<file path="src/source/decodePkg.sv">
// Decoder output types and default widths for constants and queue tags
package decodePkg;

	// Default queue-tag width
	localparam int DefIdWidth = 5;

	// Default width of the extended constant
	localparam int DefConstWidth = 64;

	// Full sign-extended constant
	typedef logic [63:0] constT;

	// Instruction length in bytes (2, 4 or 6)
	typedef logic [2:0] lenT;

endpackage

</file>
<file path="src/source/isaPkg.sv">
// Instruction-set definitions: word layout, opcodes and function codes
package isaPkg;

	typedef logic [47:0] instrT;
	typedef logic [5:0] opcodeT;
	typedef logic [5:0] funcT;
	typedef logic [4:0] regIdxT;
	typedef logic [1:0] lenFieldT;

	// Field positions, lsb of each field
	localparam int fieldOp = 0;
	localparam int fieldLen = 6;
	localparam int fieldRa = 8;
	localparam int fieldRb = 13;
	localparam int fieldRc = 18;
	localparam int fieldR1Func = 18;
	localparam int fieldS2 = 26;

	// Length field encodings, any other value is the 2-byte form
	localparam lenFieldT lenFour = 2'b00;
	localparam lenFieldT lenSix = 2'b01;

	// ==============================
	// Primary opcodes
	// ==============================
	localparam opcodeT opBrk = 6'h00, opR2 = 6'h02, opAddi = 6'h04, opCsrrw = 6'h05;
	localparam opcodeT opSlti = 6'h06, opSltui = 6'h07, opAndi = 6'h08, opOri = 6'h09;
	localparam opcodeT opXori = 6'h0a, opXnori = 6'h0b, opMului = 6'h0c, opMuli = 6'h0d;
	localparam opcodeT opDivui = 6'h0e, opDivi = 6'h0f, opFloat = 6'h10, opBitfield = 6'h11;
	localparam opcodeT opSgti = 6'h12, opSgtui = 6'h13, opModi = 6'h14, opInc = 6'h15;
	localparam opcodeT opMemNdx = 6'h16, opAmo = 6'h17, opLb = 6'h18, opLbu = 6'h19;
	localparam opcodeT opLx = 6'h1a, opLxu = 6'h1b, opLwr = 6'h1c, opLv = 6'h1d;
	localparam opcodeT opCas = 6'h1e, opSb = 6'h20, opSx = 6'h21, opSwc = 6'h22;
	localparam opcodeT opSv = 6'h23, opBcc = 6'h28, opBbc = 6'h29, opBeqi = 6'h2a;
	localparam opcodeT opChk = 6'h2b, opJal = 6'h30, opJmp = 6'h31, opCall = 6'h32;
	localparam opcodeT opRet = 6'h33;

	// ==============================
	// Function codes in S2
	// ==============================
	// R2 group
	localparam funcT fnR1 = 6'h01, fnAdd = 6'h04, fnSub = 6'h05, fnSlt = 6'h06;
	localparam funcT fnSltu = 6'h07, fnAnd = 6'h08, fnOr = 6'h09, fnXor = 6'h0a;
	localparam funcT fnMov = 6'h0b, fnMaj = 6'h0c, fnShiftR = 6'h10, fnMin = 6'h11;
	localparam funcT fnMax = 6'h12, fnMulu = 6'h18, fnMulsu = 6'h19, fnMul = 6'h1a;
	localparam funcT fnDivModu = 6'h1c, fnDivModsu = 6'h1d, fnDivMod = 6'h1e;
	localparam funcT fnRti = 6'h32;

	// MEMNDX group, indexed loads then stores
	localparam funcT fnLbx = 6'h00, fnLbux = 6'h01, fnLcx = 6'h02, fnLcux = 6'h03;
	localparam funcT fnLhx = 6'h04, fnLhux = 6'h05, fnLwx = 6'h06, fnLwrx = 6'h07;
	localparam funcT fnLvx = 6'h08, fnSbx = 6'h10, fnScx = 6'h11, fnShx = 6'h12;
	localparam funcT fnSwx = 6'h13, fnSwcx = 6'h14, fnSvx = 6'h15, fnIncx = 6'h16;
	localparam funcT fnCasx = 6'h17;

	// FLOAT group
	localparam funcT fnFadd = 6'h04, fnFsub = 6'h05, fnFmul = 6'h08, fnFdiv = 6'h09;

	// R1 sub-function, sits in the Rc slot
	localparam regIdxT fnSync = 5'h02;

	// Field extraction helpers
	function automatic opcodeT opOf(instrT instr);
		return instr[fieldOp +: $bits(opcodeT)];
	endfunction

	function automatic funcT funcOf(instrT instr);
		return instr[fieldS2 +: $bits(funcT)];
	endfunction

	function automatic lenFieldT lenOf(instrT instr);
		return instr[fieldLen +: $bits(lenFieldT)];
	endfunction

	function automatic regIdxT regOf(instrT instr, int pos);
		return instr[pos +: $bits(regIdxT)];
	endfunction

endpackage

</file>
<file path="src/source/decodeStage.sv">
// Decode output register: captures the flags, gates on destination, applies prediction
`timescale 1ns/1ps

module decodeStage #(
	parameter int IdWidth = decodePkg::DefIdWidth,
	parameter int ConstWidth = decodePkg::DefConstWidth
) (
	input  logic                  clk,
	input  logic                  arstN_i,
	input  logic                  idv_i,
	input  logic [IdWidth-1:0]    id_i,
	input  isaPkg::regIdxT        rt_i,
	input  logic                  predictTaken_i,
	input  logic                  isAlu_i,
	input  logic                  isAlu0_i,
	input  logic                  isFpu_i,
	input  logic                  isFlowCtrl_i,
	input  logic                  isBranch_i,
	input  logic                  isJump_i,
	input  logic                  isSync_i,
	input  logic                  isLoad_i,
	input  logic                  isMem_i,
	input  logic                  isMemNdx_i,
	input  logic                  isRmw_i,
	input  logic                  canExcept_i,
	input  logic                  src1Valid_i,
	input  logic                  src2Valid_i,
	input  logic                  src3Valid_i,
	input  logic                  hasConst_i,
	input  logic                  isRfw_i,
	input  logic [ConstWidth-1:0] const_i,
	input  decodePkg::lenT        len_i,
	output logic                  idv_o,
	output logic [IdWidth-1:0]    id_o,
	output logic [ConstWidth-1:0] const_o,
	output decodePkg::lenT        len_o,
	output logic                  isAlu_o,
	output logic                  isAlu0_o,
	output logic                  isFpu_o,
	output logic                  isFlowCtrl_o,
	output logic                  isBranch_o,
	output logic                  branchTaken_o,
	output logic                  isJump_o,
	output logic                  isSync_o,
	output logic                  isLoad_o,
	output logic                  preload_o,
	output logic                  isMem_o,
	output logic                  isMemNdx_o,
	output logic                  isRmw_o,
	output logic                  canExcept_o,
	output logic                  src1Valid_o,
	output logic                  src2Valid_o,
	output logic                  src3Valid_o,
	output logic                  hasConst_o,
	output logic                  rfw_o
);
	import isaPkg::*;

	logic rtZero;

	// Writes to register 0 are discarded
	assign rtZero = rt_i == regIdxT'(0);

	always_ff @(posedge clk or negedge arstN_i)
	begin
		if (!arstN_i)
			idv_o <= 1'b0;
		else
			idv_o <= idv_i;
	end

	// ==============================
	// Payload register
	// ==============================
	always_ff @(posedge clk)
	begin
		id_o <= id_i;
		const_o <= const_i;
		len_o <= len_i;
		isAlu_o <= isAlu_i;
		isAlu0_o <= isAlu0_i;
		isFpu_o <= isFpu_i;
		isFlowCtrl_o <= isFlowCtrl_i;
		isBranch_o <= isBranch_i;
		branchTaken_o <= isBranch_i & predictTaken_i;
		isJump_o <= isJump_i;
		isSync_o <= isSync_i;
		isLoad_o <= isLoad_i;
		// Load into r0 only warms the cache
		preload_o <= isLoad_i & rtZero;
		isMem_o <= isMem_i;
		isMemNdx_o <= isMemNdx_i;
		isRmw_o <= isRmw_i;
		canExcept_o <= canExcept_i;
		src1Valid_o <= src1Valid_i;
		src2Valid_o <= src2Valid_i;
		src3Valid_o <= src3Valid_i;
		hasConst_o <= hasConst_i;
		rfw_o <= isRfw_i & ~rtZero;
	end

	// Memory and unit classifiers must agree on a decoded instruction
	loadIsMem: assert property (@(posedge clk) disable iff (!arstN_i)
		idv_o && isLoad_o |-> isMem_o);

	branchIsFlow: assert property (@(posedge clk) disable iff (!arstN_i)
		idv_o && isBranch_o |-> isFlowCtrl_o);

	idvKnown: assert property (@(posedge clk) disable iff (!arstN_i)
		!$isunknown(idv_o));

endmodule

</file>
<file path="src/source/instrDecoder.sv">
// Instruction pre-decoder top: three classifiers feeding one output register stage
`timescale 1ns/1ps

module instrDecoder #(
	parameter int IdWidth = decodePkg::DefIdWidth,
	parameter int ConstWidth = decodePkg::DefConstWidth
) (
	input  logic                  clk,
	input  logic                  arstN_i,
	input  logic                  idv_i,
	input  logic [IdWidth-1:0]    id_i,
	input  isaPkg::instrT         instr_i,
	input  isaPkg::regIdxT        rt_i,
	input  logic                  predictTaken_i,
	output logic                  idv_o,
	output logic [IdWidth-1:0]    id_o,
	output logic [ConstWidth-1:0] const_o,
	output decodePkg::lenT        len_o,
	output logic                  isAlu_o,
	output logic                  isAlu0_o,
	output logic                  isFpu_o,
	output logic                  isFlowCtrl_o,
	output logic                  isBranch_o,
	output logic                  branchTaken_o,
	output logic                  isJump_o,
	output logic                  isSync_o,
	output logic                  isLoad_o,
	output logic                  preload_o,
	output logic                  isMem_o,
	output logic                  isMemNdx_o,
	output logic                  isRmw_o,
	output logic                  canExcept_o,
	output logic                  src1Valid_o,
	output logic                  src2Valid_o,
	output logic                  src3Valid_o,
	output logic                  hasConst_o,
	output logic                  rfw_o
);
	import decodePkg::*;

	logic isAlu, isAlu0, isFpu, isFlowCtrl, isBranch, isJump, isSync;
	logic isLoad, isMem, isMemNdx, isRmw, canExcept;
	logic src1Valid, src2Valid, src3Valid, hasConst, isRfw;
	logic [ConstWidth-1:0] constVal;
	lenT instrLen;

	// ==============================
	// Combinational classifiers
	// ==============================
	unitClassifier i_unitClassifier (
		.instr_i      (instr_i),
		.isAlu_o      (isAlu),
		.isAlu0_o     (isAlu0),
		.isFpu_o      (isFpu),
		.isFlowCtrl_o (isFlowCtrl),
		.isBranch_o   (isBranch),
		.isJump_o     (isJump),
		.isSync_o     (isSync)
	);

	memClassifier i_memClassifier (
		.instr_i     (instr_i),
		.isLoad_o    (isLoad),
		.isMem_o     (isMem),
		.isMemNdx_o  (isMemNdx),
		.isRmw_o     (isRmw),
		.canExcept_o (canExcept)
	);

	operandDecoder #(
		.ConstWidth (ConstWidth)
	) i_operandDecoder (
		.instr_i     (instr_i),
		.src1Valid_o (src1Valid),
		.src2Valid_o (src2Valid),
		.src3Valid_o (src3Valid),
		.hasConst_o  (hasConst),
		.isRfw_o     (isRfw),
		.const_o     (constVal),
		.len_o       (instrLen)
	);

	// Single register stage gives the one-cycle latency
	decodeStage #(
		.IdWidth    (IdWidth),
		.ConstWidth (ConstWidth)
	) i_decodeStage (
		.clk            (clk),
		.arstN_i        (arstN_i),
		.idv_i          (idv_i),
		.id_i           (id_i),
		.rt_i           (rt_i),
		.predictTaken_i (predictTaken_i),
		.isAlu_i        (isAlu),
		.isAlu0_i       (isAlu0),
		.isFpu_i        (isFpu),
		.isFlowCtrl_i   (isFlowCtrl),
		.isBranch_i     (isBranch),
		.isJump_i       (isJump),
		.isSync_i       (isSync),
		.isLoad_i       (isLoad),
		.isMem_i        (isMem),
		.isMemNdx_i     (isMemNdx),
		.isRmw_i        (isRmw),
		.canExcept_i    (canExcept),
		.src1Valid_i    (src1Valid),
		.src2Valid_i    (src2Valid),
		.src3Valid_i    (src3Valid),
		.hasConst_i     (hasConst),
		.isRfw_i        (isRfw),
		.const_i        (constVal),
		.len_i          (instrLen),
		.idv_o          (idv_o),
		.id_o           (id_o),
		.const_o        (const_o),
		.len_o          (len_o),
		.isAlu_o        (isAlu_o),
		.isAlu0_o       (isAlu0_o),
		.isFpu_o        (isFpu_o),
		.isFlowCtrl_o   (isFlowCtrl_o),
		.isBranch_o     (isBranch_o),
		.branchTaken_o  (branchTaken_o),
		.isJump_o       (isJump_o),
		.isSync_o       (isSync_o),
		.isLoad_o       (isLoad_o),
		.preload_o      (preload_o),
		.isMem_o        (isMem_o),
		.isMemNdx_o     (isMemNdx_o),
		.isRmw_o        (isRmw_o),
		.canExcept_o    (canExcept_o),
		.src1Valid_o    (src1Valid_o),
		.src2Valid_o    (src2Valid_o),
		.src3Valid_o    (src3Valid_o),
		.hasConst_o     (hasConst_o),
		.rfw_o          (rfw_o)
	);

endmodule

</file>
<file path="src/source/memClassifier.sv">
// Memory classifier: access class and exception potential of one instruction
`timescale 1ns/1ps

module memClassifier (
	input  isaPkg::instrT instr_i,
	output logic          isLoad_o,
	output logic          isMem_o,
	output logic          isMemNdx_o,
	output logic          isRmw_o,
	output logic          canExcept_o
);
	import isaPkg::*;

	opcodeT op;
	funcT fn;
	logic ndxShort;

	assign op = opOf(instr_i);
	assign fn = funcOf(instr_i);

	// Indexed forms decode S2 only with the 4-byte length
	assign ndxShort = op == opMemNdx && lenOf(instr_i) == lenFour;

	// ==============================
	// Access class
	// ==============================
	always_comb
	begin
		case (op)
			opMemNdx:
				isLoad_o = ndxShort && (fn inside {fnLbx, fnLbux, fnLcx, fnLcux,
					fnLhx, fnLhux, fnLwx, fnLwrx, fnLvx});
			opLb, opLbu, opLx, opLxu, opLwr, opLv:
				isLoad_o = 1'b1;
			default:
				isLoad_o = 1'b0;
		endcase
	end

	always_comb
	begin
		case (op)
			opMemNdx, opAmo, opInc, opCas:
				isMem_o = 1'b1;
			opLb, opLbu, opLx, opLxu, opLwr, opLv:
				isMem_o = 1'b1;
			opSb, opSx, opSwc, opSv:
				isMem_o = 1'b1;
			default:
				isMem_o = 1'b0;
		endcase
	end

	assign isMemNdx_o = op == opMemNdx;

	// Atomics, increment and compare-and-swap hold the line across read and write
	assign isRmw_o = (op inside {opCas, opAmo, opInc})
		|| (ndxShort && (fn inside {fnCasx, fnIncx}));

	// ==============================
	// Exceptions
	// ==============================
	always_comb
	begin
		case (op)
			opFloat:
				canExcept_o = fn inside {fnFadd, fnFsub, fnFmul, fnFdiv};
			opAddi, opDivi, opModi, opMuli:
				canExcept_o = 1'b1;
			opR2:
				canExcept_o = fn inside {fnAdd, fnSub, fnMul, fnDivMod, fnMulsu,
					fnDivModsu, fnRti};
			opBcc, opBeqi, opChk:
				canExcept_o = 1'b1;
			// No write buffer, so stores may fault too
			default:
				canExcept_o = isMem_o;
		endcase
	end

endmodule

</file>
<file path="src/source/operandDecoder.sv">
// Operand decoder: source validity, register write, constant and length
`timescale 1ns/1ps

module operandDecoder #(
	parameter int ConstWidth = decodePkg::DefConstWidth
) (
	input  isaPkg::instrT           instr_i,
	output logic                    src1Valid_o,
	output logic                    src2Valid_o,
	output logic                    src3Valid_o,
	output logic                    hasConst_o,
	output logic                    isRfw_o,
	output logic [ConstWidth-1:0]   const_o,
	output decodePkg::lenT          len_o
);
	import isaPkg::*;
	import decodePkg::*;

	// Constant field spans
	localparam int ConstLo = 18;
	localparam int ShortConstBits = 14;
	localparam int LongConstBits = 30;

	opcodeT op;
	funcT fn;
	lenFieldT lenField;
	logic raZero;
	logic rbZero;
	logic rcZero;
	constT wideConst;

	assign op = opOf(instr_i);
	assign fn = funcOf(instr_i);
	assign lenField = lenOf(instr_i);
	assign raZero = regOf(instr_i, fieldRa) == '0;
	assign rbZero = regOf(instr_i, fieldRb) == '0;
	assign rcZero = regOf(instr_i, fieldRc) == '0;

	// ==============================
	// Source validity
	// ==============================
	// Register 0 reads as zero, so it never waits on a producer
	always_comb
	begin
		case (op)
			opBcc, opBbc, opBeqi, opChk, opR2, opMemNdx, opBitfield, opCsrrw:
				src1Valid_o = raZero;
			opAddi, opSlti, opSltui, opSgti, opSgtui, opAndi, opOri, opXori:
				src1Valid_o = raZero;
			opXnori, opMului, opAmo, opInc, opCas, opJal, opRet:
				src1Valid_o = raZero;
			opLb, opLbu, opLx, opLxu, opLwr, opLv, opSb, opSx, opSwc, opSv:
				src1Valid_o = raZero;
			default:
				src1Valid_o = 1'b1;
		endcase
	end

	always_comb
	begin
		case (op)
			opBcc, opChk, opSb, opSx, opSwc, opCas, opRet:
				src2Valid_o = rbZero;
			opR2:
				case (fn)
					fnR1:
						src2Valid_o = 1'b1;
					// Bit 25 selects the immediate shift amount
					fnShiftR:
						src2Valid_o = instr_i[25] || rbZero;
					default:
						src2Valid_o = rbZero;
				endcase
			opMemNdx:
				src2Valid_o = (fn inside {fnLvx, fnSvx}) ? 1'b0 : rbZero;
			opSv:
				src2Valid_o = 1'b0;
			opAmo:
				src2Valid_o = instr_i[31] || rbZero;
			default:
				src2Valid_o = 1'b1;
		endcase
	end

	always_comb
	begin
		case (op)
			opChk:
				src3Valid_o = rcZero;
			opR2:
				src3Valid_o = (lenField != lenSix && fn == fnMaj) ? rcZero : 1'b1;
			opMemNdx:
				src3Valid_o = (lenField == lenFour && (fn inside {fnSbx, fnScx, fnShx,
					fnSwx, fnSwcx, fnCasx})) ? rcZero : 1'b1;
			default:
				src3Valid_o = 1'b1;
		endcase
	end

	// ==============================
	// Constant and register write
	// ==============================
	assign hasConst_o = op inside {opAddi, opSlti, opSltui, opSgti, opSgtui, opAndi,
		opOri, opXori, opXnori, opMului, opMuli, opDivui, opDivi, opModi, opLb, opLbu,
		opLx, opLwr, opLv, opSb, opSx, opSwc, opSv, opInc, opCas, opJal, opCall, opRet};

	always_comb
	begin
		case (op)
			opR2:
				isRfw_o = lenField == lenFour && (fn inside {fnR1, fnAdd, fnSub, fnSlt,
					fnSltu, fnAnd, fnOr, fnXor, fnMulu, fnMulsu, fnMul, fnDivModu,
					fnDivModsu, fnDivMod, fnMov, fnShiftR, fnMin, fnMax});
			opMemNdx:
				isRfw_o = lenField == lenFour && (fn inside {fnLbx, fnLbux, fnLcx,
					fnLcux, fnLhx, fnLhux, fnLwx, fnLwrx, fnLvx, fnCasx});
			opBitfield, opAddi, opSlti, opSltui, opSgti, opSgtui, opAndi, opOri:
				isRfw_o = 1'b1;
			opXori, opMului, opMuli, opDivui, opDivi, opModi, opCsrrw:
				isRfw_o = 1'b1;
			opJal, opCall, opRet, opLb, opLbu, opLx, opLwr, opLv, opCas, opAmo:
				isRfw_o = 1'b1;
			default:
				isRfw_o = 1'b0;
		endcase
	end

	// 6-byte form carries a 30-bit constant, others 14 bits
	assign wideConst = (lenField == lenSix)
		? {{($bits(constT) - LongConstBits){instr_i[47]}}, instr_i[47:ConstLo]}
		: {{($bits(constT) - ShortConstBits){instr_i[31]}}, instr_i[31:ConstLo]};

	assign const_o = wideConst[ConstWidth-1:0];

	always_comb
	begin
		case (lenField)
			lenFour:
				len_o = 3'd4;
			lenSix:
				len_o = 3'd6;
			default:
				len_o = 3'd2;
		endcase
	end

endmodule

</file>
<file path="src/source/unitClassifier.sv">
// Execution-unit classifier: unit class and control-flow class of one instruction
`timescale 1ns/1ps

module unitClassifier (
	input  isaPkg::instrT instr_i,
	output logic          isAlu_o,
	output logic          isAlu0_o,
	output logic          isFpu_o,
	output logic          isFlowCtrl_o,
	output logic          isBranch_o,
	output logic          isJump_o,
	output logic          isSync_o
);
	import isaPkg::*;

	opcodeT op;
	funcT fn;
	logic short32;
	logic isRti;
	logic isBrk;
	logic isR1Sync;

	assign op = opOf(instr_i);
	assign fn = funcOf(instr_i);

	// S2 is only a function code in the 4-byte form
	assign short32 = lenOf(instr_i) == lenFour;

	assign isRti = op == opR2 && short32 && fn == fnRti;
	assign isBrk = op == opBrk && short32;
	assign isR1Sync = op == opR2 && short32 && fn == fnR1
		&& regOf(instr_i, fieldR1Func) == fnSync;

	// ==============================
	// Unit selection
	// ==============================
	always_comb
	begin
		case (op)
			opR2:
				isAlu_o = !isRti;
			opBrk, opBcc, opBbc, opBeqi, opChk:
				isAlu_o = 1'b0;
			opJal, opJmp, opCall, opRet:
				isAlu_o = 1'b0;
			opFloat:
				isAlu_o = 1'b0;
			default:
				isAlu_o = 1'b1;
		endcase
	end

	// Long-latency and CSR work only lives on ALU 0
	always_comb
	begin
		case (op)
			opR2:
				if (short32)
				begin
					case (fn)
						fnR1, fnShiftR, fnMin, fnMax:
							isAlu0_o = 1'b1;
						fnMulu, fnMulsu, fnMul:
							isAlu0_o = 1'b1;
						fnDivModu, fnDivModsu, fnDivMod:
							isAlu0_o = 1'b1;
						default:
							isAlu0_o = 1'b0;
					endcase
				end
				else
					isAlu0_o = 1'b0;
			opMemNdx, opBitfield, opCsrrw:
				isAlu0_o = 1'b1;
			opMului, opMuli, opDivui, opDivi, opModi:
				isAlu0_o = 1'b1;
			default:
				isAlu0_o = 1'b0;
		endcase
	end

	assign isFpu_o = op == opFloat;

	// ==============================
	// Control flow
	// ==============================
	// Predictable conditional branches only
	assign isBranch_o = op inside {opBcc, opBbc, opBeqi, opChk};

	assign isFlowCtrl_o = isBranch_o || isRti
		|| (op inside {opBrk, opJal, opJmp, opCall, opRet});

	// Bit 7 set selects the register-indirect form
	assign isJump_o = op == opJmp && !instr_i[7];

	assign isSync_o = isR1Sync || isBrk || isRti;

endmodule

</file>
<file path="config.mk">
export PLATFORM = sky130hd
export DESIGN_NAME = instrDecoder
export DESIGN_NICKNAME = d
export VERILOG_FILES = /design/src/source/decodePkg.sv /design/src/source/isaPkg.sv /design/src/source/decodeStage.sv /design/src/source/instrDecoder.sv /design/src/source/memClassifier.sv /design/src/source/operandDecoder.sv /design/src/source/unitClassifier.sv
export SDC_FILE = /design/constraint.sdc
export NUM_CORES = 1
export LEC_CHECK = 0
export ABC_CLOCK_PERIOD_IN_PS = 2400
export BUFFER_PORTS_ARGS = -buffer_cell sky130_fd_sc_hd__buf_4
export CORE_MARGIN = 2
export CORE_UTILIZATION = 49
export CTS_BUF_LIST = sky130_fd_sc_hd__clkbuf_4 sky130_fd_sc_hd__clkbuf_8
export CTS_CLUSTER_SIZE = 28
export DETAILED_ROUTE_END_ITERATION = 12
export HOLD_SLACK_MARGIN = 0.06
export PLACE_DENSITY = 0.95
export SLEW_MARGIN = 20
export SYNTH_ARGS = -nofsm -noshare
export SYNTH_HDL_FRONTEND = slang
export SYNTH_SLANG_ARGS = --single-unit
</file>
<file path="constraint.sdc">
create_clock -name clk -period 2.4 [get_ports clk]
set_input_delay 0.12 -clock clk [delete_from_list [all_inputs] [get_ports clk]]
set_output_delay 0.12 -clock clk [all_outputs]
set_load 0.02 [all_outputs]
</file>
==> summary.md <==
| Metric | Value |
|---|---|
| Switching Share | 0.296 |
| Tot GR Track Use | 0.260 |
| Root buffer cell | clkbuf_8 |
| Max-slew violations | 0 |
| Die Height | 77.6 um |
| P_leak | 1.94 nW |
| DRC viols | 0 |
| Inserted Diodes | 0 |
| H-tree levels | 3 |
| Simple logic cell fraction of the synthesized area | 0.187 |
| Mean Syn Cell Area | 9.00 sq um |
| Xor/xnor cell area share of the yosys netlist | 0.00660 |
| Slew @ Worst Pin | 1.03 ns |
| Cell Area, Synth | 2650 sq um |
| Gate Count Post-Synth | about 300 |
| Final setup viols | 0 |
| Antenna violations before repair | 0 |
| Syn_nets | 357 |
| Outcome | finished clean |
| Ports | approximately 150 |
| Sink Count | 57 |
| Relative slew slack | 0.314 |
| Maximum net fanout on the critical path | 35 |
| CP max stage cell | dfxtp_1 |
| Post-synth EDFFs | 0 |
| Worst Path Required | 2.28 ns |
| Top cells by area, synth | dfxtp_1 42%, buf_4 10%, a21o_1 5.7% |
| FP Rows | 26 |
| Unrepaired setup endpoints after global routing | no |
| Cts bufs inserted | 9 |
| Synthesized flop and latch total | 57 |
| Critical Path AT | 1.63 ns |
| DPL Wire Length | 5270 um |
| Final Hold Viols | 0 |
| Crit path buffers/inverters | 1 |
| Period utilization | 0.730 |
| Largest net degree at the start of global routing | 36 |
| Die area | 6020 sq um |
| Mux cell area share after synthesis | 0.00754 |
| Core box area | 5170 sq um |
| P per Cell Area | between 500 and 600 nW/um^2 |
| Avg WL per Cell | 16.0 um |
| DIE WIDTH | 77.6 um |
| CP Capture Type | output pin |
| Crit path launch type | flop |
| Layout cell share with drive strength beyond 1 | 0.399 |
| Clk pwr share | 0.322 |
| Most area-hungry cell type in the Yosys netlist | dfxtp_1 |
| Largest family of logic cells by synthesized area | compound AO/OA/AOI/OAI gates |
| Unique masters post-synth | 58 |
| Fin Setup TNS | 0 ns |
| Ys Warns | 0 |
| Seq pwr share | 0.423 |
| Max reg flops | 30 |
| Ys async rst share | 0.0175 |
| Antenna Violating Nets Remaining | 0 |
| CTS max path bufs | 2 |
| Port Buffers | 152 |
| Detailed Route WL | 8220 um |
| Max stage delay on crit path | 1.00 ns |
| Kind of critical path | reg2out |
| Adder-cell share of the synthesized area | 0.00377 |
| Initial DRC count | approximately 150 |
| Dominant synthesized flop cell | dfxtp_1 |
| Largest registers | i_decodeStage.const_o x30, i_decodeStage.id_o x5, i_decodeStage.len_o x2 |
| TritonCTS clock tree | yes |
| Drt via density | 5.29 |
| Worst slack at placement | 0.951 ns |
| Final nets | 502 |
| FMAX | approximately 570 MHz |
| Share of the synthesized area in the top cell type | 0.422 |
| P_int | approximately 1.7 mW |
| Layout area overhead | 53.4% |
| Placer Congestion | 0.880 |
| Sw power | 0.724 mW |
| Worst-path cell chain | buf_4 |
| Initial Util | 0.513 |
| Worst-path clk slew | 0.07 ns |
| Vias in the first global route | 2,490 |
| Most flop-heavy register | i_decodeStage.const_o |
| Max IR drop VDD | 475 uV |
| Fin crit period | 1.75 ns |
| Combinational share of power | 0.255 |
| Hold Crit Class | in2reg |
| Setup ws final | 0.648 ns |
| DR pass1 iterations | 5 |
| Max Cap Viol | 0 |
| Top cell family by delay on the critical path | flip-flops |
| First-pass GRT wire length | around 12,000 um |
| Global route total overflow | 0 |
| Routed via count | 2,721 |
| Fraction of the mapped netlist area in compound gates | 0.208 |
| Sequential area share after synthesis | 0.432 |
repair_timing:
item                      4_1_cts  5_1_grt
buffers inserted                0        0
gates resized for setup         0        0
hold endpoints to repair       40        0
hold buffers                   39        0
power by group through the flow:
stage	clock, mW	sequential (mW)	combinational [mW]
after floorplan	0	1.12	0.289
after global placement	0	1.05	0.550
after detailed placement	0	1.05	0.560
after CTS	0.791	1.03	0.614
after global routing	0.838	1.04	0.656
final	0.787	1.03	0.622
cells in the mapped netlist (2+ instances only):
master	instances
a21o_1	20
dfxtp_1	56
buf_4	37
nand3b_1	4
a22o_1	2
inv_1	4
nor4_1	3
nor2_1	13
a31oi_1	5
nand3_1	5
buf_2	16
nand2b_1	6
o22ai_1	3
clkbuf_1	5
nor3_1	5
or4_1	5
nand2_1	19
a21oi_1	15
and2_1	4
or2_1	2
o31ai_1	4
or3_1	2
o21ai_1	3
nor2b_1	10
o221ai_1	2
nor2_2	3
o21ai_0	10
mux2i_1	2
path summary, 6_finish.rpt:
check,end,from,depth (start not counted)
setup / recovery,const_o[59],i_decodeStage.const_o[41],1
hold / removal,i_decodeStage.rfw_o,rt_i[1],3
max in group asynchronous,i_decodeStage.idv_o,arstN_i,2
min in group asynchronous,i_decodeStage.idv_o,arstN_i,2
stage by stage:
step                      power [mW]  utilization  area [sq um]  hold slack [ns]  instances
after global placement          1.60        0.679          3510           -0.105        460
after detailed placement        1.61        0.679          3510           -0.103        460
after global routing            2.53        0.787          4070           0.0861        514
final                           2.44        0.787          4070           0.0680        514
after floorplan                 1.41            -          2650           -0.176        295
after CTS                       2.44        0.787          4070           0.0719        514
logic make-up (layout without fill, tap and decap cells):
| kind of cell | after synthesis | in the layout |
|---|---|---|
| simple gates | 89 | 89 |
| flops | 57 | 57 |
| xor+xnor | 2 | 2 |
| other cells | 1 | 1 |
| buf+inv | 64 | 213 |
| mux | 2 | 2 |
| compound gates | 79 | 79 |
| fa+ha+maj | 1 | 1 |
routing by layer:
metal / up-vias / GRT usage / part of all wire
met5: - / 0 / 0
met4: 0 / 0.152 / 0.042
met3: 28 / 0.0605 / 0.082
met2: 171 / 0.448 / 0.51
met1: 1236 / 0.290 / 0.36
li1: 1286 / - / -
layout make-up:
| type | instances | area [sq um] |
|---|---|---|
| timing repair buffer | 193 | 1550 |
| sequential | 57 | 1150 |
| fill | 364 | 1100 |
| multi-input combinational | 174 | 1100 |
| clock buffer | 12 | 153 |
| tap | 70 | 87.6 |
| inverter | 5 | 18.8 |
| clock inverter | 3 | 17.5 |
placed cells by master (no fill, tap or decap), drive strengths merged, types with 2 or more instances in the layout:
| master | netlist | routed |
|---|---|---|
| nand3b | 4 | 4 |
| nor4 | 3 | 3 |
| o22ai | 3 | 3 |
| nand3 | 5 | 5 |
| clkinv | 0 | 2 |
| or2 | 2 | 2 |
| nor3 | 5 | 5 |
| dfxtp | 56 | 56 |
| a21oi | 15 | 15 |
| o31ai | 4 | 4 |
| and2 | 4 | 4 |
| clkbuf | 5 | 12 |
| o32ai | 2 | 2 |
| dlygate4sd3 | 0 | 39 |
| a21o | 20 | 20 |
| nand2 | 19 | 19 |
| a22o | 2 | 2 |
| nand2b | 6 | 6 |
| or3 | 2 | 2 |
| or4 | 5 | 5 |
| a31oi | 5 | 5 |
| o21ai | 13 | 13 |
| o221ai | 3 | 3 |
| mux2i | 2 | 2 |
| buf | 54 | 154 |
| inv | 5 | 5 |
| nor2 | 16 | 16 |
| nor2b | 10 | 10 |
(Power assumes the default switching activity.)
